## src/common/backplane_pkg.sv

```systemverilog
// Backplane front end shared definitions
// Slot and bus sizes, sequencer step period, plugin classes,
// sequencer states and the physical pin assignment tables

package backplane_pkg;

	localparam int nr_slots         = 12;
	localparam int slot_io_width    = 6;
	localparam int led_width        = 8;
	localparam int diob_width       = 128;
	localparam int pin_base         = 16;	// Physical pin of vector bit 0
	localparam int ledb_step_cycles = 128;	// Roughly 1 MHz step rate

	typedef logic [3:0] slot_nr_t;
	typedef logic [7:0] type_id_t;

	localparam type_id_t type_id_none = 8'hFF;	// Pulled-up bus, no cardlet

	typedef enum logic [2:0] {
		class_empty       = 3'd0,
		class_5in1out     = 3'd1,
		class_in          = 3'd2,
		class_inverted_in = 3'd3,
		class_lwl_in      = 3'd4,
		class_out         = 3'd5
	} plugin_class_t;

	typedef enum logic [2:0] {
		st_start      = 3'd0,
		st_id_prepare = 3'd1,
		st_id_read    = 3'd2,
		st_str1_set   = 3'd3,
		st_str1_clear = 3'd4,
		st_str2_set   = 3'd5,
		st_str2_clear = 3'd6,
		st_loop       = 3'd7
	} ledb_state_t;

	// Physical pin numbers, index is the slot number
	localparam int slot_mode_pin [nr_slots] = '{
		68, 90, 85, 95, 65, 113, 47, 131, 18, 136, 36, 118
	};

	// Strobe 1 then strobe 2
	localparam int slot_str_pin [nr_slots][2] = '{
		'{ 64,  66}, '{104, 106}, '{ 81,  83}, '{ 97,  99},
		'{ 67,  51}, '{115, 117}, '{ 49,  33}, '{133, 135},
		'{ 16,  32}, '{134, 132}, '{ 34,  50}, '{116, 114}
	};

	// General I/O lines 0 to 5 of each slot
	localparam int slot_io_pin [nr_slots][slot_io_width] = '{
		'{ 58,  52,  60,  54,  62,  56},	// Slot 0
		'{ 98,  92, 100,  94, 102,  96},
		'{ 75,  69,  77,  71,  79,  73},
		'{ 89, 105,  91, 103,  93, 101},
		'{ 59,  57,  61,  55,  63,  53},	// Slot 4
		'{107, 123, 109, 121, 111, 119},
		'{ 41,  39,  43,  37,  45,  35},
		'{125, 141, 127, 139, 129, 137},
		'{ 24,  26,  22,  28,  20,  30},	// Slot 8
		'{142, 126, 140, 128, 138, 130},
		'{ 42,  44,  40,  46,  38,  48},
		'{124, 108, 122, 110, 120, 112}
	};

	localparam int oe_pin [2] = '{86, 88};

	// LED/ID bus bit 0 first
	localparam int ledb_pin [led_width] = '{84, 82, 80, 78, 76, 74, 72, 70};

endpackage

```

## src/common/ledb_bus_if.sv

```systemverilog
// LED/ID bus interface
// Slot control lines and the shared bus between the sequencer
// and the pin mapper; the mapper returns the sampled bus pins

`timescale 1ns/100ps

interface ledb_bus_if;
	import backplane_pkg::*;

	logic [nr_slots-1:0]       mode;	// Low selects ID readout
	logic [nr_slots-1:0][1:0]  str;	// LED latch strobes
	logic [1:0]                oe;	// Shared output enables
	logic [led_width-1:0]      ledb_out;
	logic                      ledb_drive;	// High drives all bus pins
	logic [led_width-1:0]      ledb_in;

	modport sequencer (
		output mode,
		output str,
		output oe,
		output ledb_out,
		output ledb_drive,
		input  ledb_in
	);

	modport mapper (
		input  mode,
		input  str,
		input  oe,
		input  ledb_out,
		input  ledb_drive,
		output ledb_in
	);

endinterface

```

## src/source/cardlet_type_decoder.sv

```systemverilog
// Cardlet type decoder
// Maps each slot's type ID to its plugin class and flags IDs that
// match no known cardlet; any unknown ID raises the overall error

`timescale 1ns/100ps

module cardlet_type_decoder (
	input  backplane_pkg::type_id_t      [backplane_pkg::nr_slots-1:0] cardlet_types,
	output backplane_pkg::plugin_class_t [backplane_pkg::nr_slots-1:0] cardlet_classes,
	output logic [backplane_pkg::nr_slots-1:0] unknown_type,
	output logic plugin_error
);
	import backplane_pkg::*;

	always_comb
	begin
		for (int s = 0; s < nr_slots; s++)
		begin
			unknown_type[s] = 1'b0;
			case (cardlet_types[s])
				type_id_none:
					cardlet_classes[s] = class_empty;
				8'h01, 8'h02:	// LWL and LEMO I/O
					cardlet_classes[s] = class_5in1out;
				8'h07, 8'h09:	// Digital and opto inputs
					cardlet_classes[s] = class_in;
				8'h03:
					cardlet_classes[s] = class_inverted_in;
				8'h04:
					cardlet_classes[s] = class_lwl_in;
				8'h05, 8'h06, 8'h08:	// LWL, LEMO and SSR outputs
					cardlet_classes[s] = class_out;
				default:
				begin
					cardlet_classes[s] = class_empty;	// Treated as empty slot
					unknown_type[s]    = 1'b1;
				end
			endcase
		end
	end

	assign plugin_error = |unknown_type;

endmodule

```

## src/source/pin_mapper.sv

```systemverilog
// Pin mapper
// Places slot control lines, shared enables, the LED/ID bus and the
// slot I/O lines onto the digital I/O pins and returns the inputs

`timescale 1ns/100ps

module pin_mapper (
	ledb_bus_if.mapper bus,

	input  logic [backplane_pkg::diob_width-1:0] diob_in,
	output logic [backplane_pkg::diob_width-1:0] diob_out,
	output logic [backplane_pkg::diob_width-1:0] diob_dir,

	input  logic [backplane_pkg::nr_slots*backplane_pkg::slot_io_width-1:0] slot_out,
	input  logic [backplane_pkg::nr_slots*backplane_pkg::slot_io_width-1:0] slot_dir,
	output logic [backplane_pkg::nr_slots*backplane_pkg::slot_io_width-1:0] slot_in
);
	import backplane_pkg::*;

	always_comb
	begin
		// Pins without a function stay inputs driving 0
		diob_out    = '0;
		diob_dir    = '0;
		slot_in     = '0;
		bus.ledb_in = '0;

		for (int s = 0; s < nr_slots; s++)
		begin
			diob_out[slot_mode_pin[s] - pin_base] = bus.mode[s];
			diob_dir[slot_mode_pin[s] - pin_base] = 1'b1;

			for (int k = 0; k < 2; k++)
			begin
				diob_out[slot_str_pin[s][k] - pin_base] = bus.str[s][k];
				diob_dir[slot_str_pin[s][k] - pin_base] = 1'b1;
			end

			for (int k = 0; k < slot_io_width; k++)
			begin
				diob_out[slot_io_pin[s][k] - pin_base] = slot_out[s*slot_io_width + k];
				diob_dir[slot_io_pin[s][k] - pin_base] = slot_dir[s*slot_io_width + k];
				slot_in[s*slot_io_width + k]           = diob_in[slot_io_pin[s][k] - pin_base];
			end
		end

		for (int k = 0; k < 2; k++)
		begin
			diob_out[oe_pin[k] - pin_base] = bus.oe[k];
			diob_dir[oe_pin[k] - pin_base] = 1'b1;
		end

		// Shared bus turns around as a whole
		for (int b = 0; b < led_width; b++)
		begin
			diob_out[ledb_pin[b] - pin_base] = bus.ledb_out[b];
			diob_dir[ledb_pin[b] - pin_base] = bus.ledb_drive;
			bus.ledb_in[b]                   = diob_in[ledb_pin[b] - pin_base];
		end
	end

endmodule

```

## src/ledb_sequencer/ledb_sequencer.sv

```systemverilog
// LED/ID bus sequencer
// Visits one slot at a time at the prescaler rate: precharges the
// shared bus, reads the cardlet type ID with the mode line low, then
// latches the two inverted LED patterns with their strobes

`timescale 1ns/100ps

module ledb_sequencer (
	input  logic clock,
	input  logic reset,

	ledb_bus_if.sequencer bus,

	input  logic [backplane_pkg::nr_slots-1:0][backplane_pkg::led_width-1:0] slot_led1,
	input  logic [backplane_pkg::nr_slots-1:0][backplane_pkg::led_width-1:0] slot_led2,

	output backplane_pkg::type_id_t [backplane_pkg::nr_slots-1:0] cardlet_types
);
	import backplane_pkg::*;

	logic [$clog2(ledb_step_cycles)-1:0] prescaler;
	ledb_state_t state;
	slot_nr_t    slot;	// Slot currently served
	logic        step;

	assign step = (prescaler == '0);

	// Output enables are held asserted (active low on the cardlets)
	assign bus.oe = '0;

	always_ff @(posedge clock or posedge reset)
	begin
		if (reset)
		begin
			prescaler      <= $bits(prescaler)'(ledb_step_cycles - 1);
			state          <= st_start;
			slot           <= slot_nr_t'(nr_slots - 1);	// First loop step wraps to 0
			cardlet_types  <= {nr_slots{type_id_none}};
			bus.mode       <= '1;
			bus.str        <= '1;	// Both strobes high to clear the LEDs
			bus.ledb_out   <= '0;
			bus.ledb_drive <= 1'b1;
		end
		else
		begin
			if (step)
				prescaler <= $bits(prescaler)'(ledb_step_cycles - 1);
			else
				prescaler <= prescaler - 1'b1;

			if (step)
			begin
				case (state)
					st_start:
					begin
						bus.str <= '0;	// End of LED initialisation
						state   <= st_loop;
					end

					st_loop:
					begin
						if (slot == slot_nr_t'(nr_slots - 1))
							slot <= '0;
						else
							slot <= slot + 1'b1;
						bus.ledb_out   <= '1;	// Precharge
						bus.ledb_drive <= 1'b1;
						state          <= st_id_prepare;
					end

					st_id_prepare:
					begin
						bus.ledb_drive <= 1'b0;	// Cardlet takes the bus
						bus.mode[slot] <= 1'b0;
						state          <= st_id_read;
					end

					st_id_read:
					begin
						cardlet_types[slot] <= bus.ledb_in;
						bus.mode[slot]      <= 1'b1;
						state               <= st_str1_set;
					end

					st_str1_set:
					begin
						bus.ledb_drive <= 1'b1;
						bus.ledb_out   <= ~slot_led1[slot];	// LEDs are active low
						bus.str[slot]  <= 2'b01;
						state          <= st_str1_clear;
					end

					st_str1_clear:
					begin
						bus.str[slot] <= 2'b00;
						state         <= st_str2_set;
					end

					st_str2_set:
					begin
						bus.ledb_drive <= 1'b1;
						bus.ledb_out   <= ~slot_led2[slot];
						bus.str[slot]  <= 2'b10;
						state          <= st_str2_clear;
					end

					st_str2_clear:
					begin
						bus.str[slot] <= 2'b00;
						state         <= st_loop;
					end

					default:
						state <= st_start;
				endcase
			end
		end
	end

endmodule

```

## src/source/backplane_top.sv

```systemverilog
// Backplane front end top level
// Connects the LED/ID bus sequencer, the cardlet type decoder and
// the pin mapper onto the 128-pin digital I/O port

`timescale 1ns/100ps

module backplane_top (
	input  logic clock,
	input  logic reset,

	// Digital I/O port
	input  logic [backplane_pkg::diob_width-1:0] diob_in,
	output logic [backplane_pkg::diob_width-1:0] diob_out,
	output logic [backplane_pkg::diob_width-1:0] diob_dir,

	// Per-slot I/O lines, six per slot
	input  logic [backplane_pkg::nr_slots*backplane_pkg::slot_io_width-1:0] slot_out,
	input  logic [backplane_pkg::nr_slots*backplane_pkg::slot_io_width-1:0] slot_dir,
	output logic [backplane_pkg::nr_slots*backplane_pkg::slot_io_width-1:0] slot_in,

	// LED patterns, eight bits per slot
	input  logic [backplane_pkg::nr_slots*backplane_pkg::led_width-1:0] slot_led1,
	input  logic [backplane_pkg::nr_slots*backplane_pkg::led_width-1:0] slot_led2,

	// Status
	output logic [backplane_pkg::nr_slots*8-1:0] cardlet_types,
	output logic [backplane_pkg::nr_slots*3-1:0] cardlet_classes,
	output logic [backplane_pkg::nr_slots-1:0]   unknown_type,
	output logic                                 plugin_error
);

	ledb_bus_if ledb_bus ();

	// Walks the slots, reads IDs and strobes LED patterns
	ledb_sequencer i_ledb_sequencer (
		.clock         (clock),
		.reset         (reset),
		.bus           (ledb_bus.sequencer),
		.slot_led1     (slot_led1),
		.slot_led2     (slot_led2),
		.cardlet_types (cardlet_types)
	);

	cardlet_type_decoder i_cardlet_type_decoder (
		.cardlet_types   (cardlet_types),
		.cardlet_classes (cardlet_classes),
		.unknown_type    (unknown_type),
		.plugin_error    (plugin_error)
	);

	pin_mapper i_pin_mapper (
		.bus      (ledb_bus.mapper),
		.diob_in  (diob_in),
		.diob_out (diob_out),
		.diob_dir (diob_dir),
		.slot_out (slot_out),
		.slot_dir (slot_dir),
		.slot_in  (slot_in)
	);

endmodule

```

## config.mk

```make
export PLATFORM = sky130hd
export DESIGN_NAME = backplane_top
export DESIGN_NICKNAME = d
export VERILOG_FILES = /design/src/common/backplane_pkg.sv /design/src/common/ledb_bus_if.sv /design/src/source/cardlet_type_decoder.sv /design/src/source/pin_mapper.sv /design/src/ledb_sequencer/ledb_sequencer.sv /design/src/source/backplane_top.sv
export SDC_FILE = /design/constraint.sdc
export NUM_CORES = 1
export LEC_CHECK = 0
export ABC_AREA = 0
export BUFFER_PORTS_ARGS = -buffer_cell sky130_fd_sc_hd__buf_2
export CORE_AREA = 2 2 361 363
export DETAILED_ROUTE_END_ITERATION = 8
export DIE_AREA = 0 0 363 365
export GPL_ROUTABILITY_DRIVEN = 0
export GPL_TIMING_DRIVEN = 0
export PLACE_DENSITY = 0.36
export SLEW_MARGIN = 5
export SYNTH_ARGS = -nofsm -noshare
export SYNTH_HDL_FRONTEND = slang
export SYNTH_SLANG_ARGS = --single-unit
```

## constraint.sdc

```tcl
create_clock -name clock -period 4.5 [get_ports clock]
set_clock_uncertainty 0.1 [all_clocks]
set_input_delay 0.45 -clock clock [delete_from_list [all_inputs] [get_ports clock]]
set_output_delay 0.45 -clock clock [all_outputs]
set_load 0.02 [all_outputs]
```

Yosys cells after proc, flatten, opt, wreduce, memory -nomap -nowiden
Cells that the tools add are included.
{"block": "op_classes", "addsub": 2, "n_lt_le_gt_ge": 2, "eq_ne": 128, "mux": 42, "bitwise_logic": 13, "reduce_logical": 65}
{"cell": "== test 8 x 3 -> 1 bit, second input constant", "count": 48}
{"cell": "== test 8 x 2 -> 1 bit, second input constant", "count": 24}
{"cell": "== test 8 x 4 -> 1 bit, second input constant", "count": 24}
{"cell": "case mux 3 bit (5 select lines)", "count": 12}
{"cell": "OR reduction 10 bit", "count": 12}
{"cell": "bitwise mux 96 bit", "count": 1}
{"cell": "== test 8 x 1 -> 1 bit, second input constant", "count": 12}
{"cell": "== test 8 bit, second input constant", "count": 12}
{"cell": "case mux 24 bit (4 select lines)", "count": 1}
{"cell": "binary-select mux 8 bit (select 4 bit)", "count": 2}
{"cell": "OR reduction 2 bit", "count": 26}
{"cell": "OR reduction 3 bit", "count": 13}
{"cell": "bitwise AND 12 bit", "count": 3}
{"cell": "NOT 12 bit", "count": 3}
{"cell": "bitwise OR 12 bit", "count": 3}
{"cell": "demux 8 bit (select 4 bit)", "count": 1}
{"cell": "bitwise AND 24 bit", "count": 1}
{"cell": "2-to-1 mux 8 bit", "count": 3}
{"cell": "NOT 24 bit", "count": 1}
{"cell": "case mux 12 bit (2 select lines)", "count": 1}
{"cell": "case mux 8 bit (3 select lines)", "count": 1}
{"cell": "case mux 3 bit (7 select lines)", "count": 1}
{"cell": "NOT 8 bit", "count": 2}
{"cell": "2-to-1 mux 1 bit", "count": 13}
{"cell": "other kinds (22)", "count": 32}
{"block": "word_totals", "ff_bits": 155, "out_inout_bits": 473, "word_cells": 282}

Depth between registers and ports, before layout
Gate-level depths: netlist of run 1.
{"block": "logic_depth", "word_depth": 7, "ltp_mapped": 9, "mapped_depth_nobuf": 7}

Cells and area by module
From an unflattened synthesis of run 1, not the netlist that was laid out.
{"block": "unflattened", "hier_cells": 1271, "hier_area_um2": 12388.1}
{"module": "ledb_sequencer", "n_inst": 1, "cells_each": 674, "area_per_inst_um2": 8285.4, "seq_area_each_um2": 4057.6}
{"module": "pin_mapper", "n_inst": 1, "cells_each": 338, "area_per_inst_um2": 2529.9, "seq_area_each_um2": 0.0}
{"module": "cardlet_type_decoder", "n_inst": 1, "cells_each": 259, "area_per_inst_um2": 1572.8, "seq_area_each_um2": 0.0}

Least setup slack after synthesis of run 1
No wires, ideal clock.
{"block": "synth_timing", "kind": "register to register", "start": "reg i_ledb_sequencer.prescaler[0]", "end": "reg i_ledb_sequencer.cardlet_types[24] (netlist name)", "setup_time_ns": 0.082, "t_arrival_ns": 2.334, "required_time_ns": 4.318, "path_slack_ns": 1.984, "stages_incl_launch_ff": 10, "n_path_buf": 2, "period_less_slack_ns": 2.516, "path_cell_list": "dfstp_2 > inv_1 > ha_1 > or3b_4 > or3_1 > buf_6 > nor3_4 > buf_8 > nand3_4 > mux2_2"}
{"block": "synth_between", "elab_chain_len": 2}
{"element": "start, declared", "line": "ledb_sequencer.sv:21", "rtl": "logic [$clog2(ledb_step_cycles)-1:0] prescaler;"}
{"element": "start signal, assigned", "line": "ledb_sequencer.sv:35", "rtl": "prescaler <= $bits(prescaler)'(ledb_step_cycles - 1);"}
{"element": "start signal, assigned", "line": "ledb_sequencer.sv:47", "rtl": "prescaler <= $bits(prescaler)'(ledb_step_cycles - 1);"}
{"element": "start signal, assigned", "line": "ledb_sequencer.sv:49", "rtl": "prescaler <= prescaler - 1'b1;"}
{"element": "logical NOT 7 bit", "line": "ledb_sequencer.sv:26", "rtl": "assign step = (prescaler == '0);"}
{"element": "AND reduction 2 bit (no line)"}
{"element": "end signal, assigned", "line": "ledb_sequencer.sv:38", "rtl": "cardlet_types <= {nr_slots{type_id_none}};"}
{"element": "end signal, assigned by index", "line": "ledb_sequencer.sv:80", "rtl": "cardlet_types[slot] <= bus.ledb_in;"}
{"element": "end, declared", "line": "ledb_sequencer.sv:17", "rtl": "output backplane_pkg::type_id_t [backplane_pkg::nr_slots-1:0] cardlet_types"}
Every way passes these cells.
A chain may end at the register's enable or synchronous reset.

Final worst setup path of run 1
{"block": "layout_timing", "start": "reg i_ledb_sequencer.cardlet_types[7] (netlist name)", "end": "out plugin_error"}
{"block": "layout_between", "elab_chain_len": 4}
{"element": "== test 8 bit (tied with other cells)", "line": "cardlet_type_decoder.sv:20", "rtl": "case (cardlet_types[s])"}
{"element": "OR reduction 10 bit (no line) (*)"}
{"element": "2-to-1 mux 1 bit (*)", "line": "cardlet_type_decoder.sv:20"}
{"element": "OR reduction 12 bit (*)", "line": "cardlet_type_decoder.sv:42", "rtl": "assign plugin_error = |unknown_type;"}
{"element": "end, declared", "line": "backplane_top.sv:29", "rtl": "output logic plugin_error"}
Mark *: on every way between the ends. The rest lies on a longest branch, timed or not.

==> results of run 1 <==
-- power by group --
part | internal (mW) | total (mW) | switching (mW)
Clock | 0.782 | 1.56 | 0.775
Combinational | 0.415 | 0.955 | 0.540
Sequential | 1.48 | 1.56 | 0.0814
-- synthesized netlist by cell type (11+ instances only) --
cell type | count | share of area [%]
dfstp_2 | 143 | 32
inv_1 | 13 | 0.41
nand2b_1 | 20 | 1.1
o21ai_0 | 39 | 1.7
mux4_2 | 32 | 6.1
dfrtp_1 | 12 | 2.6
buf_2 | 15 | 0.64
or2_2 | 11 | 0.58
mux2_2 | 101 | 9.7
buf_4 | 284 | 18
clkbuf_1 | 39 | 1.2
nand2_1 | 65 | 2.1
nand3_1 | 13 | 0.55
o22ai_1 | 16 | 0.85
nor3_1 | 23 | 0.98
nor4_1 | 15 | 0.80
nor2_1 | 96 | 3.1
mux2i_1 | 60 | 5.1
a21oi_1 | 35 | 1.5
nand4_1 | 18 | 0.96
-- metrics by stage --
step / std cells / cell area (sq um)
after global placement: 3534 / 17200
after global routing: 3573 / 17900
after detailed placement: 3538 / 17300
after CTS: 3571 / 17900
final: 3579 / 17900
after floorplan: 1245 / 12000
-- worst reg2reg max path, stage by stage, from the launching register on --
cell and delay (ps):
dfrtp_1 330, clkbuf_1 640, buf_1 600, mux4_2 490, a22oi_1 330, a221oi_1 170
a2111oi_0 400
-- how the worst max path moves through the flow --
stage / startpoint / to / cells after the start
floorplan: reset / i_ledb_sequencer.bus.ledb_out[0]$_DFFE_PP0P_ / 1
global placement: reset / i_ledb_sequencer.state[2]$_DFFE_PP0P_ / 2
detailed placement: i_ledb_sequencer.cardlet_types[7]$_DFFE_PP1P_ / plugin_error / 5
CTS: i_ledb_sequencer.cardlet_types[7]$_DFFE_PP1P_ / plugin_error / 5
global route: i_ledb_sequencer.cardlet_types[39]$_DFFE_PP1P_ / plugin_error / 6
finish: i_ledb_sequencer.cardlet_types[7]$_DFFE_PP1P_ / plugin_error / 5
-- kinds of logic (layout without fill, tap and decap cells) --
| kind of cell | count (synthesis) | after routing |
|---|---|---|
| compound gates | 157 | 157 |
| xor+xnor | 8 | 8 |
| fa+ha+maj | 5 | 5 |
| buf+inv | 356 | 1007 |
| flops | 155 | 155 |
| mux | 193 | 193 |
| other cells | 2 | 68 |
| simple gates | 311 | 311 |
-- repair_timing --
action,CTS,global route
hold buffers,1,0
buffers inserted,0,0
hold endpoints to repair,12,0
-- state kept, by name, indices dropped and copies added, names as in the netlist, named ones only --
signal                           flops
i_ledb_sequencer.bus.ledb_out        8
i_ledb_sequencer.cardlet_types      96
i_ledb_sequencer.prescaler           7
i_ledb_sequencer.bus.str            24
i_ledb_sequencer.slot                4
i_ledb_sequencer.state               3
i_ledb_sequencer.bus.ledb_drive      1
-- metal layers --
layer	global-route usage [%]	vias up	part of all wire [%]	wire [microns]
li1	-	5263	-	-
met1	12.6	5471	41	30000
met2	19.3	503	51	37600
met3	3.01	51	6.6	4820
met4	2.38	2	1.5	1130
met5	0	-	0.015	11
-- final cells by class --
class	count	area (sq um)
Fill cell	14700	111000
Antenna cell	8	20.0
Tap cell	1675	2100
Multi-Input combinational cell	734	5510
Clock inverter	14	154
Inverter	13	56.3
Timing Repair Buffer	619	3170
Sequential cell	155	4060
Clock buffer	18	429
Buffer	343	2400
==> results.tsv, run 1 <==
metric	value	unit
finalCritPeriodShare	83.9	%
power_density	228	nW/um^2
grtUsageTotal	10.7	%
syn_inst	1187	
area_growth_syn_to_layout	51.9	%
min_from	diob_in[62]	
criticalPathCategory	flip-flop to output pin	
relSlewSlack	35.5	%
worstPathArrival	3220	ps
drc	0	
routed_via_density	3.15	
ys_seq_area_share	34.5	%
std_cell_rows	132	
fin_nets	2354	
grt_overflow	0	
crit_top_cell	nor4_1	
dpl.hpwl	62.6	mm
clock.fmax	0.265	GHz
peakVddDrop	318	uV
finalSetupTns	0	ps
die_h	365	microns
cts_made_buffers	17	
yosysUniqueCellTypes	59	
p_leak	7.87	nW
synth_top_family_by_area	multiplexers	
crit_slowest_cell	nor4_1	
cts-root-buf	clkbuf_16	
coreArea	129000	sq um
layout_commonest_cell	buf_2	
hp-class	primary input to flip-flop	
crit_path_max_incr_delay	800	ps
fin_ws	727	ps
syn_avg_cell_area	9.92	sq um
cts_resized	0	
drive_above_1_share	67.1	%
status	finished, final reports clean	
synthAdderAreaFrac	0.531	%
p_total	4.07	mW
whs_path_depth	2	
hold_path_end	i_ledb_sequencer.cardlet_types[91]$_DFFE_PP1P_	
synthSimpleGateAreaFrac	14.2	%
synthFlopType	dfstp_2	
die-area	132000	sq um
muxShareOfSynthArea	20.9	%
die_x	363	microns
wire_per_inst	20.6	microns
synth-edff-count	0	
async_flop_share	100	%
timing.hold.ws	106	ps
slew_viol_final	0	
cp_data_required_time	3950	ps
reg2reg_depth	6	
synth-xor-area-share	0.595	%
r2r_slack	1310	ps
period_needed	3770	ps
tightest_slew	963	ps
grt_pass1_vias	11200	
cp_top_family	simple AND/OR/NAND/NOR gates	
cts_tree	done	
drtPass1Iterations	6	
ioPinCount	939	
path_max_fanout	4	
cts_max_level	4	
setup_viol	0	
max-clock-path-buffers	2	
max_cap_violations	0	
reg2reg_from	i_ledb_sequencer.slot[2]$_DFFE_PP0P_	
reg2reg_to	i_ledb_sequencer.bus.ledb_out[5]$_DFFE_PP0P_	
dp_slack	865	ps
yosysWarnings	0	
antenna_found_initial	21	
synth.ff_latch_count	155	
clkTransAtPathRegs	90	ps
final_cell_mix	buf_2, buf_4, dfstp_2, mux2_2, nor2_1	
routed_wl	73.6	mm
endpoint_kind	output pin	
grt_pass1_wl	96.6	mm
cts_sinks	155	
drt_iter0_markers	445	
synth_area	11800	sq um
finalHoldViolCount	0	
critPathBufInv	1	
clock_latency	510	ps
portBuffers	614	
initial_utilization	9.15	%
start_kind	flip-flop	
grt_start_max_net_pins	85	
postRouteAntennaNets	0	
finalCoreUtilization	13.9	%
synth_compound_area_share	8.58	%
rsz0062_at_grt	false	
worstPathCellList	nor4_1 -> a31oi_1 -> nor4_1 -> nand3_1 -> buf_2	
via_count	11300	
No activity file was read; power rests on OpenSTA's default activity.
==> run 2: changes to the inputs <==
==> constraint.sdc (replaced) <==
create_clock -name clock -period 3.8 [get_ports clock]
set_clock_uncertainty 0.1 [all_clocks]
set_input_delay 0.38 -clock clock [delete_from_list [all_inputs] [get_ports clock]]
set_output_delay 0.38 -clock clock [all_outputs]
set_load 0.02 [all_outputs]
==> results.tsv, run 2 (synthesis results as in run 1) <==
metric	value	unit
peakVddDrop	399	uV
die_x	363	microns
switching_share	33.6	%
clock_latency	530	ps
critPathBufInv	1	
place_area	17300	sq um
p_int	3.26	mW
drive_above_1_share	67.3	%
antenna_found_initial	20	
finalCritPeriodShare	91.6	%
grt_start_max_net_pins	38	
p_switching	1.65	mW
drc	0	
r2r_slack	630	ps
std_cell_rows	132	
endpoint_kind	output pin	
max_cap_violations	0	
cp-startpoint	i_ledb_sequencer.cardlet_types[51]$_DFFE_PP1P_	
routed_via_density	3.16	
tightest_slew	976	ps
hp-class	primary input to flip-flop	
reg2reg_to	i_ledb_sequencer.bus.ledb_out[6]$_DFFE_PP0P_	
clock.fmax	0.287	GHz
finalHoldViolCount	0	
coreArea	129000	sq um
final_cell_mix	buf_2, buf_4, dfstp_2, mux2_2, nor2_1	
portBuffers	614	
cts-root-buf	clkbuf_16	
p_leak	7.93	nW
dp_slack	295	ps
cts_tree	done	
cts_max_level	4	
cp_data_required_time	3320	ps
dpl.hpwl	62.5	mm
seqPwrFrac	37.6	%
cp_top_family	simple AND/OR/NAND/NOR gates	
area_growth_syn_to_layout	52.9	%
status	finished, final reports clean	
top_register	i_ledb_sequencer.cardlet_types	
power_density	273	nW/um^2
crit_slowest_cell	dfstp_2	
postRouteAntennaNets	0	
relSlewSlack	34.6	%
crit_path_max_incr_delay	640	ps
cp.depth	6	
reg2reg_from	i_ledb_sequencer.slot[1]$_DFFE_PP1P_	
start_kind	flip-flop	
crit_path_end	plugin_error	
largestRegisters	i_ledb_sequencer.cardlet_types x96, i_ledb_sequencer.bus.str x24, i_ledb_sequencer.bus.ledb_out x8	
max-clock-path-buffers	2	
reg2reg_depth	7	
grtUsageTotal	10.7	%
initial_utilization	9.15	%
ioPinCount	939	
via_count	11300	
largest_reg_flops	96	
period_needed	3480	ps
finalCoreUtilization	14.0	%
wire_per_inst	20.2	microns
timing.hold.ws	78.8	ps
grt_overflow	0	
cts_sinks	155	
final_cell_area	18000	sq um
fin_ws	320	ps
finalSetupTns	0	ps
die-area	132000	sq um
p_comb_share	23.3	%
drtPass1Iterations	5	
p_clk_share	39.1	%
slew_viol_final	0	
grt_pass1_wl	95.9	mm
drt_iter0_markers	691	
rsz0062_at_grt	false	
path_max_fanout	10	
criticalPathCategory	flip-flop to output pin	
layout_commonest_cell	buf_2	
die_h	365	microns
worstPathCellList	or3b_2 -> o21ai_0 -> a22oi_1 -> nor4_2 -> nand3_1 -> buf_2	
fin_nets	2361	
routed_wl	72.6	mm
cts_made_buffers	17	
grt_pass1_vias	11200	
worstPathArrival	3000	ps
clkTransAtPathRegs	90	ps
setup_viol	0	
## run 2: routing by layer
| layer | routed length [microns] | global-route usage [%] | vias up |
|---|---|---|---|
| met5 | 48 | 0 | - |
| met3 | 4690 | 2.93 | 55 |
| met4 | 1320 | 2.79 | 8 |
| li1 | - | - | 5277 |
| met1 | 29400 | 12.4 | 5487 |
| met2 | 37100 | 19.1 | 500 |
## run 2: power groups by stage
stage	registers (mW)	logic, mW	clock network [mW]
finish	1.84	1.14	1.92
global placement	1.87	1.15	0
CTS	1.84	1.17	2.04
global route	1.86	1.23	2.09
detailed placement	1.87	1.16	0
floorplan	1.90	0.633	0
## run 2: cell type report
cell class                 count  area [sq um]
sequential                   155          4060
antenna                        6          15.0
inverter                      13          52.6
buffer                       343          2400
fill                       14700        111000
timing repair buffer         626          3230
clock buffer                  18           439
multi-input combinational    734          5540
tap                         1675          2100
clock inverter                14           170
## run 2: through the flow
step | power [mW] | instances
4_1_cts | 5.05 | 3578
3_3_place_gp | 3.01 | 3534
2_1_floorplan | 2.54 | 1245
5_1_grt | 5.18 | 3580
3_5_place_dp | 3.03 | 3540
6_report | 4.91 | 3584
## run 2: repair_timing
action	in CTS	in global routing
endpoints found under the hold margin	12	0
gates resized for setup	2	3
hold buffers	6	0
endpoints found under the setup margin	1	1
buffers inserted	0	0
## run 2: worst min path at each step
stage / cells after the start / end / from
after global routing: 2 / i_ledb_sequencer.cardlet_types[81]$_DFFE_PP1P_ / diob_in[66]
after floorplan: 1 / i_ledb_sequencer.prescaler[0]$_DFF_PP1_ / i_ledb_sequencer.prescaler[0]$_DFF_PP1_
after CTS: 2 / i_ledb_sequencer.cardlet_types[81]$_DFFE_PP1P_ / diob_in[66]
final: 2 / i_ledb_sequencer.cardlet_types[81]$_DFFE_PP1P_ / diob_in[66]
after detailed placement: 1 / i_ledb_sequencer.prescaler[0]$_DFF_PP1_ / i_ledb_sequencer.prescaler[0]$_DFF_PP1_
after global placement: 1 / i_ledb_sequencer.prescaler[0]$_DFF_PP1_ / i_ledb_sequencer.prescaler[0]$_DFF_PP1_
==> run 3: changes to the inputs <==
--- a/config.mk
+++ b/config.mk
@@ -13,6 +13,7 @@
 export GPL_ROUTABILITY_DRIVEN = 0
 export GPL_TIMING_DRIVEN = 0
 export PLACE_DENSITY = 0.36
+export REMOVE_ABC_BUFFERS = 1
 export SLEW_MARGIN = 5
 export SYNTH_ARGS = -nofsm -noshare
 export SYNTH_HDL_FRONTEND = slang
==> results.tsv, run 3 (synthesis results as in run 1) <==
metric	value	unit
clock_latency	480	ps
layout_commonest_cell	buf_2	
cts_sinks	155	
grt_overflow	0	
worstPathCellList	nor4_1 -> a21oi_1 -> a2111oi_2 -> nand3_1 -> buf_2	
postRouteAntennaNets	0	
drt_iter0_markers	627	
grtUsageTotal	18.8	%
path_max_fanout	4	
tightest_slew	1300	ps
grt_pass1_wl	149	mm
grt_pass1_vias	9652	
status	finished, final reports clean	
crit_slowest_cell	a2111oi_2	
p_switching	1.33	mW
reg2reg_depth	5	
p_int	2.97	mW
cp.depth	5	
finalHoldViolCount	0	
max-clock-path-buffers	2	
start_kind	flip-flop	
finalCritPeriodShare	93.8	%
via_count	10200	
largest_reg_flops	96	
grt_start_max_net_pins	87	
switching_share	31.0	%
cp_top_family	compound AO/OA/AOI/OAI gates	
critPathBufInv	1	
crit_path_max_incr_delay	660	ps
ioPinCount	939	
seqPwrFrac	43.1	%
whs_path_depth	3	
p_leak	5.57	nW
hold_path_end	i_ledb_sequencer.bus.ledb_out[6]$_DFFE_PP0P_	
dp_slack	-366	ps
min_from	slot_led1[22]	
initial_utilization	9.15	%
reg2reg_from	i_ledb_sequencer.slot[0]$_DFFE_PP1P_	
dpl.hpwl	111	mm
r2r_slack	340	ps
setup_viol	0	
portBuffers	398	
p_clk_share	43.1	%
largestRegisters	i_ledb_sequencer.cardlet_types x96, i_ledb_sequencer.bus.str x24, i_ledb_sequencer.bus.ledb_out x8	
worstPathArrival	3090	ps
reg2reg_to	i_ledb_sequencer.bus.ledb_out[6]$_DFFE_PP0P_	
die_h	365	microns
fin_nets	1800	
cts_max_level	4	
area_growth_syn_to_layout	23.5	%
cp_data_required_time	3320	ps
relSlewSlack	10.5	%
clock.fmax	0.280	GHz
peakVddDrop	347	uV
die_x	363	microns
finalSetupTns	0	ps
final_cell_mix	buf_2, dfstp_2, mux2_2, nor2_1, nand2_1	
drc	0	
max_cap_violations	0	
die-area	132000	sq um
slew_viol_final	0	
coreArea	129000	sq um
routed_wl	127	mm
top_register	i_ledb_sequencer.cardlet_types	
fillCellCount	14800	
p_comb_share	13.9	%
wire_per_inst	42.0	microns
endpoint_kind	output pin	
rsz0062_at_grt	false	
drtPass1Iterations	4	
routed_via_density	3.36	
clkTransAtPathRegs	80	ps
seqCellArea	4060	sq um
hp-class	primary input to flip-flop	
antenna_found_initial	28	
fin_ws	235	ps
cts_tree	done	
cts_made_buffers	17	
criticalPathCategory	flip-flop to output pin	
drive_above_1_share	56.9	%
power_density	296	nW/um^2
period_needed	3570	ps
multi_input_area	5560	sq um
cts-root-buf	clkbuf_16	
std_cell_rows	132	
run 3: worst register-to-register path, stage by stage (launching register included):
cell	delay (ps)
dfstp_2	1190
inv_1	380
nor2_2	690
a22oi_2	480
a221oi_1	390
a2111oi_0	110
run 3: layer usage:
metal | global-route usage, % | vias up | part of all wire [%]
met4 | 2.26 | 34 | 0.87
li1 | - | 4166 | -
met1 | 18.4 | 4696 | 34
met3 | 21.8 | 97 | 25
met2 | 25.6 | 1181 | 39
met5 | 7.95 | - | 1.2
run 3: worst max-delay path by stage:
| stage | startpoint | end | slack (ps) |
|---|---|---|---|
| after floorplan | reset | i_ledb_sequencer.bus.ledb_out[0]$_DFFE_PP0P_ | -620 |
| after global placement | reset | i_ledb_sequencer.bus.ledb_out[1]$_DFFE_PP0P_ | -3860 |
| after detailed placement | i_ledb_sequencer.prescaler[0]$_DFF_PP1_ | i_ledb_sequencer.cardlet_types[79]$_DFFE_PP1P_ | -370 |
| after CTS | i_ledb_sequencer.cardlet_types[94]$_DFFE_PP1P_ | plugin_error | 60 |
| after global routing | i_ledb_sequencer.cardlet_types[94]$_DFFE_PP1P_ | plugin_error | 60 |
| final | i_ledb_sequencer.cardlet_types[94]$_DFFE_PP1P_ | plugin_error | 230 |
run 3: power groups by stage:
| stage | clock [mW] | sequential (mW) | combinational, mW |
|---|---|---|---|
| after CTS | 1.94 | 1.85 | 0.611 |
| after global routing | 2.00 | 1.87 | 0.654 |
| after global placement | 0 | 1.88 | 0.602 |
| final | 1.85 | 1.85 | 0.596 |
| after floorplan | 0 | 1.91 | 0.236 |
| after detailed placement | 0 | 1.88 | 0.608 |
run 3: final cells by class:
class	instances	area share (%)
Tap cell	1675	14.4
Clock buffer	17	2.93
Timing Repair Buffer	408	14.7
Antenna cell	10	0.172
Multi-Input combinational cell	734	38.3
Sequential cell	155	27.9
Clock inverter	15	1.22
Inverter	13	0.387
run 3: through the flow:
stage / hold slack, ps / utilization [%] / power, mW / area (sq um) / instances
4_1_cts: 169 / 11.3 / 4.40 / 14500 / 3016
2_1_floorplan: 326 / - / 2.14 / 9600 / 902
6_report: 212 / 11.3 / 4.30 / 14500 / 3027
3_3_place_gp: 337 / 10.6 / 2.48 / 13700 / 2975
5_1_grt: 192 / 11.3 / 4.52 / 14500 / 3018
3_5_place_dp: 344 / 10.7 / 2.49 / 13800 / 2980
run 3: what timing repair did:
| item | 4_1_cts | 5_1_grt |
|---|---|---|
| setup buffers | 3 | 0 |
| hold endpoints to repair | 12 | 0 |
| endpoints found under the setup margin | 94 | 4 |
| gates resized for setup | 4 | 5 |
| pin swaps | 1 | 0 |
| hold buffers | 1 | 0 |
